File: src/design/cpu_settings.svh
`ifndef CPU_SETTINGS_SVH
`define CPU_SETTINGS_SVH

// Address of the first instruction fetched after reset.
`define CPU_RESET_VECTOR 32'h0000_0000

// Word-address width of the instruction memory.
// The program counter wraps inside this window.
`define CPU_IMEM_AW 10

// Word-address width of the data memory.
`define CPU_DMEM_AW 10

// Both memories hold 32-bit words, so a byte address carries two extra low bits.
`define CPU_WORD_BYTES 4

`endif
File: src/design/cpu_pkg.sv
package cpu_pkg;

	typedef enum logic [5:0] {
		LWI     = 6'b000010,
		SWI     = 6'b001010,
		TY_BASE = 6'b100000,
		ADDI    = 6'b101000,
		SUBRI   = 6'b101001,
		ANDI    = 6'b101010,
		XORI    = 6'b101011,
		ORI     = 6'b101100,
		SLTI    = 6'b101110,
		SLTSI   = 6'b101111
	} opcode_t;

	// Sub-operations of the base type, in the low five bits of the word.
	typedef enum logic [4:0] {
		ADD   = 5'b00000,
		SUB   = 5'b00001,
		AND   = 5'b00010,
		XOR   = 5'b00011,
		OR    = 5'b00100,
		SLT   = 5'b00110,
		SLTS  = 5'b00111,
		SLLI  = 5'b01000,
		SRLI  = 5'b01001,
		ROTRI = 5'b01011,
		SLL   = 5'b01100,
		SRL   = 5'b01101,
		SEB   = 5'b10000,
		SEH   = 5'b10001
	} sub_op_t;

	typedef struct packed {
		logic       spare_hi;
		opcode_t    opcode;
		logic [4:0] rt;
		logic [4:0] ra;
		logic [4:0] rb; // Also the shift amount of the immediate shifts.
		logic [4:0] spare_lo;
		sub_op_t    sub_op;
	} base_fmt_t;

	typedef struct packed {
		logic        spare_hi;
		opcode_t     opcode;
		logic [4:0]  rt;
		logic [4:0]  ra;
		logic [14:0] imm15;
	} imm_fmt_t;

	typedef union packed {
		base_fmt_t base;
		imm_fmt_t  imm;
	} instr_t;

	typedef enum logic [2:0] {
		FETCH     = 3'd0,
		DECODE    = 3'd1,
		EXECUTE   = 3'd2,
		MEMORY    = 3'd3,
		WRITEBACK = 3'd4
	} ctrl_state_t;

endpackage

File: src/design/cpu_core.sv
module cpu_core
	import cpu_pkg::*;
(
	input  logic        clk,
	input  logic        reset,
	output logic [31:0] imem_addr,
	input  logic [31:0] imem_rdata,
	output logic [31:0] dmem_addr,
	output logic [31:0] dmem_wdata,
	output logic        dmem_we,
	input  logic [31:0] dmem_rdata,
	output logic        overflow
);

	logic        fetch_en;
	logic        read_en;
	logic        execute_en;
	logic        mem_en;
	logic        wb_en;
	opcode_t     opcode;
	sub_op_t     sub_op;
	logic [4:0]  ra;
	logic [4:0]  rb;
	logic [4:0]  rt;
	logic [31:0] imm;
	logic        use_imm;
	logic        writes_reg;
	logic        is_load;
	logic        is_store;
	logic [31:0] src_a;
	logic [31:0] src_b;
	logic [31:0] store_data;
	logic [31:0] alu_result;
	logic [31:0] load_data;
	logic [31:0] wb_data;

	cpu_control control0 (.clk, .reset, .fetch_en, .read_en, .execute_en, .mem_en, .wb_en);

	program_counter pc0 (.clk, .reset, .wb_en, .pc(imem_addr));

	inst_decode decode0 (
		.clk, .reset, .fetch_en, .imem_rdata, .opcode, .sub_op, .ra, .rb, .rt,
		.imm, .use_imm, .writes_reg, .is_load, .is_store
	);

	reg_file regs0 (
		.clk, .reset, .read_en, .wb_en, .writes_reg, .ra, .rb, .rt,
		.wdata(wb_data), .src_a, .src_b, .store_data
	);

	alu alu0 (
		.clk, .reset, .execute_en, .opcode, .sub_op, .src_a, .src_b, .imm, .use_imm,
		.result(alu_result), .overflow
	);

	// The data memory answers in the same cycle, so the word is caught in the memory state.
	always_ff @(posedge clk) begin
		if (mem_en) begin
			load_data <= dmem_rdata;
		end
	end

	assign wb_data    = is_load ? load_data : alu_result;
	assign dmem_addr  = alu_result;
	assign dmem_wdata = store_data;
	assign dmem_we    = mem_en & is_store; // One cycle, fourth of the instruction.

endmodule

File: src/design/alu.sv
module alu
	import cpu_pkg::*;
(
	input  logic        clk,
	input  logic        reset,
	input  logic        execute_en,
	input  opcode_t     opcode,
	input  sub_op_t     sub_op,
	input  logic [31:0] src_a,
	input  logic [31:0] src_b,
	input  logic [31:0] imm,
	input  logic        use_imm,
	output logic [31:0] result,
	output logic        overflow
);

	logic [31:0] op_b;
	logic [4:0]  shamt;
	logic [32:0] sum_ab;
	logic [32:0] diff_ab;
	logic [32:0] diff_ba;
	logic [63:0] rotate;
	logic [31:0] result_next;
	logic        ovf_next;

	// Returns the overflow flag above the 32-bit sum.
	// Overflow is the carry into bit 31 against the carry out of it.
	function automatic logic [32:0] add_chk(
		input logic [31:0] x,
		input logic [31:0] y,
		input logic        sub
	);
		logic [31:0] yy;
		logic [31:0] low;
		logic [1:0]  top;
		yy  = sub ? ~y : y;
		low = {1'b0, x[30:0]} + {1'b0, yy[30:0]} + {31'd0, sub};
		top = {1'b0, x[31]} + {1'b0, yy[31]} + {1'b0, low[31]};
		return {low[31] ^ top[1], top[0], low[30:0]};
	endfunction

	assign op_b    = use_imm ? imm : src_b;
	assign shamt   = op_b[4:0];
	assign sum_ab  = add_chk(src_a, op_b, 1'b0);
	assign diff_ab = add_chk(src_a, op_b, 1'b1);
	assign diff_ba = add_chk(op_b, src_a, 1'b1); // SUBRI takes the operands reversed.
	assign rotate  = {src_a, src_a} >> shamt;

	always_comb begin
		result_next = '0;
		ovf_next    = 1'b0;
		case (opcode)
			TY_BASE: begin
				case (sub_op)
					ADD: begin
						{ovf_next, result_next} = sum_ab;
					end
					SUB: begin
						{ovf_next, result_next} = diff_ab;
					end
					AND: result_next = src_a & op_b;
					OR:  result_next = src_a | op_b;
					XOR: result_next = src_a ^ op_b;
					SEB: result_next = {{24{src_a[7]}}, src_a[7:0]};
					SEH: result_next = {{16{src_a[15]}}, src_a[15:0]};
					SLT: result_next = {31'd0, src_a < op_b};
					SLTS: begin
						result_next = {31'd0, $signed(src_a) < $signed(op_b)};
					end
					SRL, SRLI: result_next = src_a >> shamt;
					SLL, SLLI: result_next = src_a << shamt;
					ROTRI: result_next = rotate[31:0];
					default: result_next = '0;
				endcase
			end
			ADDI, LWI, SWI: begin
				{ovf_next, result_next} = sum_ab; // Loads and stores add the offset.
			end
			SUBRI: begin
				{ovf_next, result_next} = diff_ba;
			end
			ANDI: result_next = src_a & op_b;
			ORI:  result_next = src_a | op_b;
			XORI: result_next = src_a ^ op_b;
			SLTI: result_next = {31'd0, src_a < op_b};
			SLTSI: begin
				result_next = {31'd0, $signed(src_a) < $signed(op_b)};
			end
			default: begin
				result_next = '0;
			end
		endcase
	end

	// The flag holds until the next instruction leaves execute.
	always_ff @(posedge clk) begin
		if (reset) begin
			overflow <= 1'b0;
		end else if (execute_en) begin
			overflow <= ovf_next;
		end
	end

	always_ff @(posedge clk) begin
		if (execute_en) begin
			result <= result_next;
		end
	end

endmodule

File: src/design/reg_file.sv
module reg_file (
	input  logic        clk,
	input  logic        reset,
	input  logic        read_en,
	input  logic        wb_en,
	input  logic        writes_reg,
	input  logic [4:0]  ra,
	input  logic [4:0]  rb,
	input  logic [4:0]  rt,
	input  logic [31:0] wdata,
	output logic [31:0] src_a,
	output logic [31:0] src_b,
	output logic [31:0] store_data
);

	logic [31:0] regs [0:31];

	always_ff @(posedge clk) begin
		if (reset) begin
			for (int i = 0; i < 32; i++) begin
				regs[i] <= '0;
			end
		end else if (wb_en && writes_reg) begin
			regs[rt] <= wdata;
		end
	end

	// Reads and the write fall in different states, so no bypass is needed.
	always_ff @(posedge clk) begin
		if (read_en) begin
			src_a      <= regs[ra];
			src_b      <= regs[rb];
			store_data <= regs[rt]; // SWI stores the rt register.
		end
	end

endmodule

File: src/design/inst_decode.sv
module inst_decode
	import cpu_pkg::*;
(
	input  logic        clk,
	input  logic        reset,
	input  logic        fetch_en,
	input  logic [31:0] imem_rdata,
	output opcode_t     opcode,
	output sub_op_t     sub_op,
	output logic [4:0]  ra,
	output logic [4:0]  rb,
	output logic [4:0]  rt,
	output logic [31:0] imm,
	output logic        use_imm,
	output logic        writes_reg,
	output logic        is_load,
	output logic        is_store
);

	instr_t ir;

	// A zero word is no known opcode, so a cleared register writes nothing back.
	always_ff @(posedge clk) begin
		if (reset) begin
			ir <= '0;
		end else if (fetch_en) begin
			ir <= imem_rdata;
		end
	end

	// Register fields sit at the same place in both formats.
	assign opcode = ir.base.opcode;
	assign sub_op = ir.base.sub_op;
	assign rt     = ir.base.rt;
	assign ra     = ir.base.ra;
	assign rb     = ir.base.rb;

	always_comb begin
		imm        = {{17{ir.imm.imm15[14]}}, ir.imm.imm15};
		use_imm    = 1'b1;
		writes_reg = 1'b1;
		is_load    = 1'b0;
		is_store   = 1'b0;
		case (ir.imm.opcode)
			TY_BASE: begin
				imm = {27'd0, ir.base.rb}; // Shift amount of the immediate shifts.
				use_imm = (ir.base.sub_op == SRLI) || (ir.base.sub_op == SLLI) ||
					(ir.base.sub_op == ROTRI);
				case (ir.base.sub_op)
					ADD, SUB, AND, OR, XOR, SEB, SEH, SLT, SLTS,
					SRL, SLL, SRLI, SLLI, ROTRI: begin
						writes_reg = 1'b1;
					end
					default: begin
						writes_reg = 1'b0;
					end
				endcase
			end
			ADDI, SUBRI, SLTI, SLTSI: begin
			end
			ANDI, ORI, XORI: begin
				imm = {17'd0, ir.imm.imm15}; // Logic operations take it unsigned.
			end
			LWI: begin
				imm     = {{15{ir.imm.imm15[14]}}, ir.imm.imm15, 2'b00};
				is_load = 1'b1;
			end
			SWI: begin
				imm        = {{15{ir.imm.imm15[14]}}, ir.imm.imm15, 2'b00};
				writes_reg = 1'b0;
				is_store   = 1'b1;
			end
			default: begin
				writes_reg = 1'b0;
			end
		endcase
	end

endmodule

File: src/design/program_counter.sv
`include "cpu_settings.svh"

module program_counter (
	input  logic        clk,
	input  logic        reset,
	input  logic        wb_en,
	output logic [31:0] pc
);

	// Byte-address bits that belong to the instruction memory window.
	localparam int WRAP_W = `CPU_IMEM_AW + 2;

	logic [31:0] pc_step;

	assign pc_step = pc + `CPU_WORD_BYTES;

	// The step wraps inside the memory window and leaves the upper bits alone.
	always_ff @(posedge clk) begin
		if (reset) begin
			pc <= `CPU_RESET_VECTOR;
		end else if (wb_en) begin
			pc <= {pc[31:WRAP_W], pc_step[WRAP_W-1:0]};
		end
	end

endmodule

File: src/design/cpu_control.sv
module cpu_control
	import cpu_pkg::*;
(
	input  logic clk,
	input  logic reset,
	output logic fetch_en,
	output logic read_en,
	output logic execute_en,
	output logic mem_en,
	output logic wb_en
);

	ctrl_state_t state;
	ctrl_state_t next_state;

	// Every instruction walks all five states, whether it touches memory or not.
	always_comb begin
		case (state)
			FETCH: begin
				next_state = DECODE;
			end
			DECODE: begin
				next_state = EXECUTE;
			end
			EXECUTE: begin
				next_state = MEMORY;
			end
			MEMORY: begin
				next_state = WRITEBACK;
			end
			WRITEBACK: begin
				next_state = FETCH;
			end
			default: begin
				next_state = FETCH; // Recover from an unused encoding.
			end
		endcase
	end

	always_ff @(posedge clk) begin
		if (reset) begin
			state <= FETCH;
		end else begin
			state <= next_state;
		end
	end

	// One strobe per state, each high for exactly one cycle.
	assign fetch_en   = (state == FETCH);
	assign read_en    = (state == DECODE);
	assign execute_en = (state == EXECUTE);
	assign mem_en     = (state == MEMORY);
	assign wb_en      = (state == WRITEBACK);

endmodule

File: config.mk
export PLATFORM = sky130hd
export DESIGN_NAME = cpu_core
export DESIGN_NICKNAME = d
export VERILOG_FILES = /design/src/design/cpu_pkg.sv /design/src/design/cpu_core.sv /design/src/design/alu.sv /design/src/design/reg_file.sv /design/src/design/inst_decode.sv /design/src/design/program_counter.sv /design/src/design/cpu_control.sv
export VERILOG_INCLUDE_DIRS = /design/src /design/src/design
export SDC_FILE = /design/constraint.sdc
export NUM_CORES = 2
export LEC_CHECK = 0
export BUFFER_PORTS_ARGS = -buffer_cell sky130_fd_sc_hd__buf_2
export CAP_MARGIN = 20
export CELL_PAD_IN_SITES_DETAIL_PLACEMENT = 1
export CELL_PAD_IN_SITES_GLOBAL_PLACEMENT = 1
export CORE_UTILIZATION = 51
export DETAILED_ROUTE_END_ITERATION = 6
export PLACE_DENSITY_LB_ADDON = 0.1
export SYNTH_ARGS = -nofsm -noshare
export SYNTH_HDL_FRONTEND = slang
export SYNTH_SLANG_ARGS = --single-unit
export TNS_END_PERCENT = 5
File: constraint.sdc
create_clock -name clk -period 15.3 [get_ports clk]
set_input_delay 2.295 -clock clk [delete_from_list [all_inputs] [get_ports clk]]
set_output_delay 2.295 -clock clk [all_outputs]
set_load 0.01 [all_outputs]
==> flow_summary.toml <==
[route]
firstDrtPassIters = 6
post_drt_wl_per_cell_um = 44.5
wirelength_mm = 361
avgViaCountPerCell = 7.76
ant_nets = 0
drcViolationCount = 0
vias = 62900
drtIter0Drc = 10600

[min_path]
hp-class = "flop to flop"
min_path_cells = 2
holdPathEnd = "pc0.pc[10]$_SDFFE_PP0N_"
hp-start = "pc0.pc[10]$_SDFFE_PP0N_"

[synth]
yosysTopAreaCellShare_pct = 45.3
synth_flop_cell = "edfxtp_1"
ys_ff_latch = 1230
seq_area_frac_synth_pct = 46.5
avgSynthCellArea_um2 = 12.9
synth_edf_count = 1184
ys_async_sr_fraction_pct = 0
ys_warn_count = 0
yosysTopAreaCell = "edfxtp_1"
yosys.cell_types.count = 101
synth_area_leaders = "edfxtp_1, mux4_2, nor2_1, mux2i_1, clkbuf_1"
postSynthCellCount = 6083
netlist_area_um2 = 78500

[floorplanning]
rows = 143
die_h_um = 394
io_pins = 164
dieArea_um2 = 155000
initial_core_util_pct = 51.5
die_w_um = 394
core_area_um2 = 152000

[place]
dp_slack_ns = 7.26
numPortBuffers = 140
gp_congestion = 1.05
dp_hpwl_mm = 214

[layout]
area_growth_pct = 9.94
nets = 6153
drive_gt1_share_pct = 26.9

[cts]
cts_hold_buf = 0
numCtsBuffers = 141
h-tree-depth = 4
insertion_delay_ns = 0.82
clk_pin_slew_ns = 0.06
cts_max_path_buffers = 3
ctsRootBufferMaster = "clkbuf_16"
ctsResizeCount = 0
postCtsSetupBuffers = 0
cts_sinks = 1230
cts_tree = "yes"

[worst_setup_path]
worst-path-max-fanout = 16
path_class = "flop to flop"
crit_path_end_kind = "flop"
rr_worst_depth = 22
worstPathArrival_ns = 9.00
worstReg2RegStart = "decode0.ir[26]$_SDFFE_PP0P_"
regToRegEndpoint = "alu0.result[31]$_DFFE_PN_"
critPathLaunchType = "flop"
cp_data_required_time_ns = 15.81
r2r_slack_ns = 6.81

[run_status]
status = "complete, no violations"

[power_and_ir_drop]
power_mw = 10.0
ir_drop_v = 0.000101
p_leak_nw = 29.6
p_per_area_nw_per_um2 = 116

[timing]
setup_slack_ns = 6.81
max_freq_mhz = 118
setup_viol = 0
tightest_slew_ns = 1.29
slew_violations = 0
relSlewSlack_pct = 13.3
fin_skew_ns = 0.0320
period_needed_ns = 8.49
grt_setup_unrepaired = "false"
fin_crit_sh_pct = 55.5
hold_violations = 0
fin_tns_setup_ns = 0

[global_route]
grt_max_degree = 117
first_global_vias = 62500
grt_pass1_wl_mm = 495
antenna_found_initial = 16
overflow = 0
track_usage_pct = 46.2

[job]
cap_violations = 0
## placed cells by master, fill, tap and decap left out, drive strengths merged, types with 119 or more instances in the layout
cell and instances:
a22oi 142, inv 121, clkbuf 171, buf 328
a21oi 223, o21ai 119, nand2 336, edfxtp 1184
nor2 1206, mux4 896, ha 126, mux2i 198
## per-stage QoR
step	cells	utilization, %	hold WS [ns]	cell area, um2
finish	8105	56.6	0.485	86300
global route	8097	56.6	0.520	86200
detailed placement	7836	53.7	0.478	81700
global placement	7832	53.6	0.469	81600
CTS	8088	56.5	0.488	86100
floorplan	6104	-	0.448	78500
## cell type report
cell class                 instances  area [um2]
fill                           14800       66000
multi-input combinational       4137       40000
sequential                      1230       36500
clock buffer                     171        3700
tap                             2030        2540
timing repair buffer             328        2370
clock inverter                    81         657
inverter                         119         452
antenna                            9        22.5
## per-layer routing
| layer | part of all wire [%] | vias to the layer above | GRT usage (%) |
|---|---|---|---|
| met2 | 45 | 5428 | 70.0 |
| met1 | 33 | 32400 | 56.9 |
| met5 | 0.046 | - | 0.216 |
| met4 | 8.3 | 20 | 31.3 |
| li1 | - | 23600 | - |
| met3 | 14 | 1365 | 14.5 |
## cell families (layout without fill, tap and decap cells)
group | after synthesis | after routing | synth area share (%)
multiplexers | 1132 | 1132 | 28.8
AND/OR/NAND/NOR | 1845 | 1845 | 9.78
buffers and inverters | 737 | 699 | 3.69
other | 1 | 31 | 0.00478
XOR/XNOR | 60 | 60 | 0.670
AO/OA/AOI/OAI | 948 | 948 | 8.46
adder cells (fa/ha/maj) | 130 | 130 | 2.11
flip-flops | 1230 | 1230 | 46.5
## critical path: stages, from the launching register on
cell and delay [ns]:
dfxtp_1 0.61, clkinv_1 0.78, nand4b_1 0.92, nand3_1 0.15, nor2_1 0.29, a211o_1 0.15, buf_4 0.26, o21a_1 0.25
ha_1 0.53, inv_1 0.37, a21oi_1 0.79, inv_1 0.11, a211o_2 0.43, a21bo_4 0.29, o211ai_1 0.81, fa_1 0.32
inv_1 0.05, mux2i_1 0.12, o21ai_0 0.12, a22oi_1 0.22, o2111ai_1 0.15, a221oi_1 0.27, a22oi_1 0.16
## cell usage after synthesis (27+ instances only)
cell type / number
edfxtp_1: 1184
buf_2: 27
nor2_1: 1206
ha_1: 126
nand4_1: 49
mux2_2: 37
inv_1: 107
buf_1: 100
a211oi_1: 51
a21o_1: 28
o221ai_1: 35
nand2b_1: 48
nand2_1: 336
o211ai_1: 36
mux2i_1: 198
mux4_2: 896
a22oi_1: 142
a221oi_1: 44
xnor2_1: 46
o22ai_1: 36
a21oi_1: 221
nand3_1: 41
clkbuf_1: 466
nor3_1: 45
dfxtp_1: 46
o21ai_0: 112
## power breakdown
group	leakage (nW)	switching, mW	internal [mW]
sequential	12.5	0.179	3.86
clock	2.14	1.48	1.83
combinational	15.0	1.74	0.950
total	29.6	3.40	6.64
## state kept, by name (all words and copies together) (netlist names), named ones only
signal and cells:
alu0.overflow 1, alu0.result 32, control0.state 3, decode0.ir 31
load_data 32, pc0.pc 10, regs0.regs 1024, regs0.src_a 32
regs0.src_b 32, regs0.store_data 32
## worst max path at each step
stage / depth (start not counted) / to / start
6_report: 22 / alu0.result[31]$_DFFE_PN_ / decode0.ir[26]$_SDFFE_PP0P_
5_1_grt: 22 / alu0.result[31]$_DFFE_PN_ / decode0.ir[26]$_SDFFE_PP0P_
4_1_cts: 22 / alu0.result[31]$_DFFE_PN_ / decode0.ir[26]$_SDFFE_PP0P_
3_5_place_dp: 22 / alu0.result[31]$_DFFE_PN_ / decode0.ir[26]$_SDFFE_PP0P_
3_3_place_gp: 22 / alu0.result[31]$_DFFE_PN_ / decode0.ir[26]$_SDFFE_PP0P_
2_1_floorplan: 1 / regs0.src_a[0]$_DFFE_PP_ / control0.state[0]$_SDFF_PP0_
Note: power is estimated with default switching activity, not from simulation.
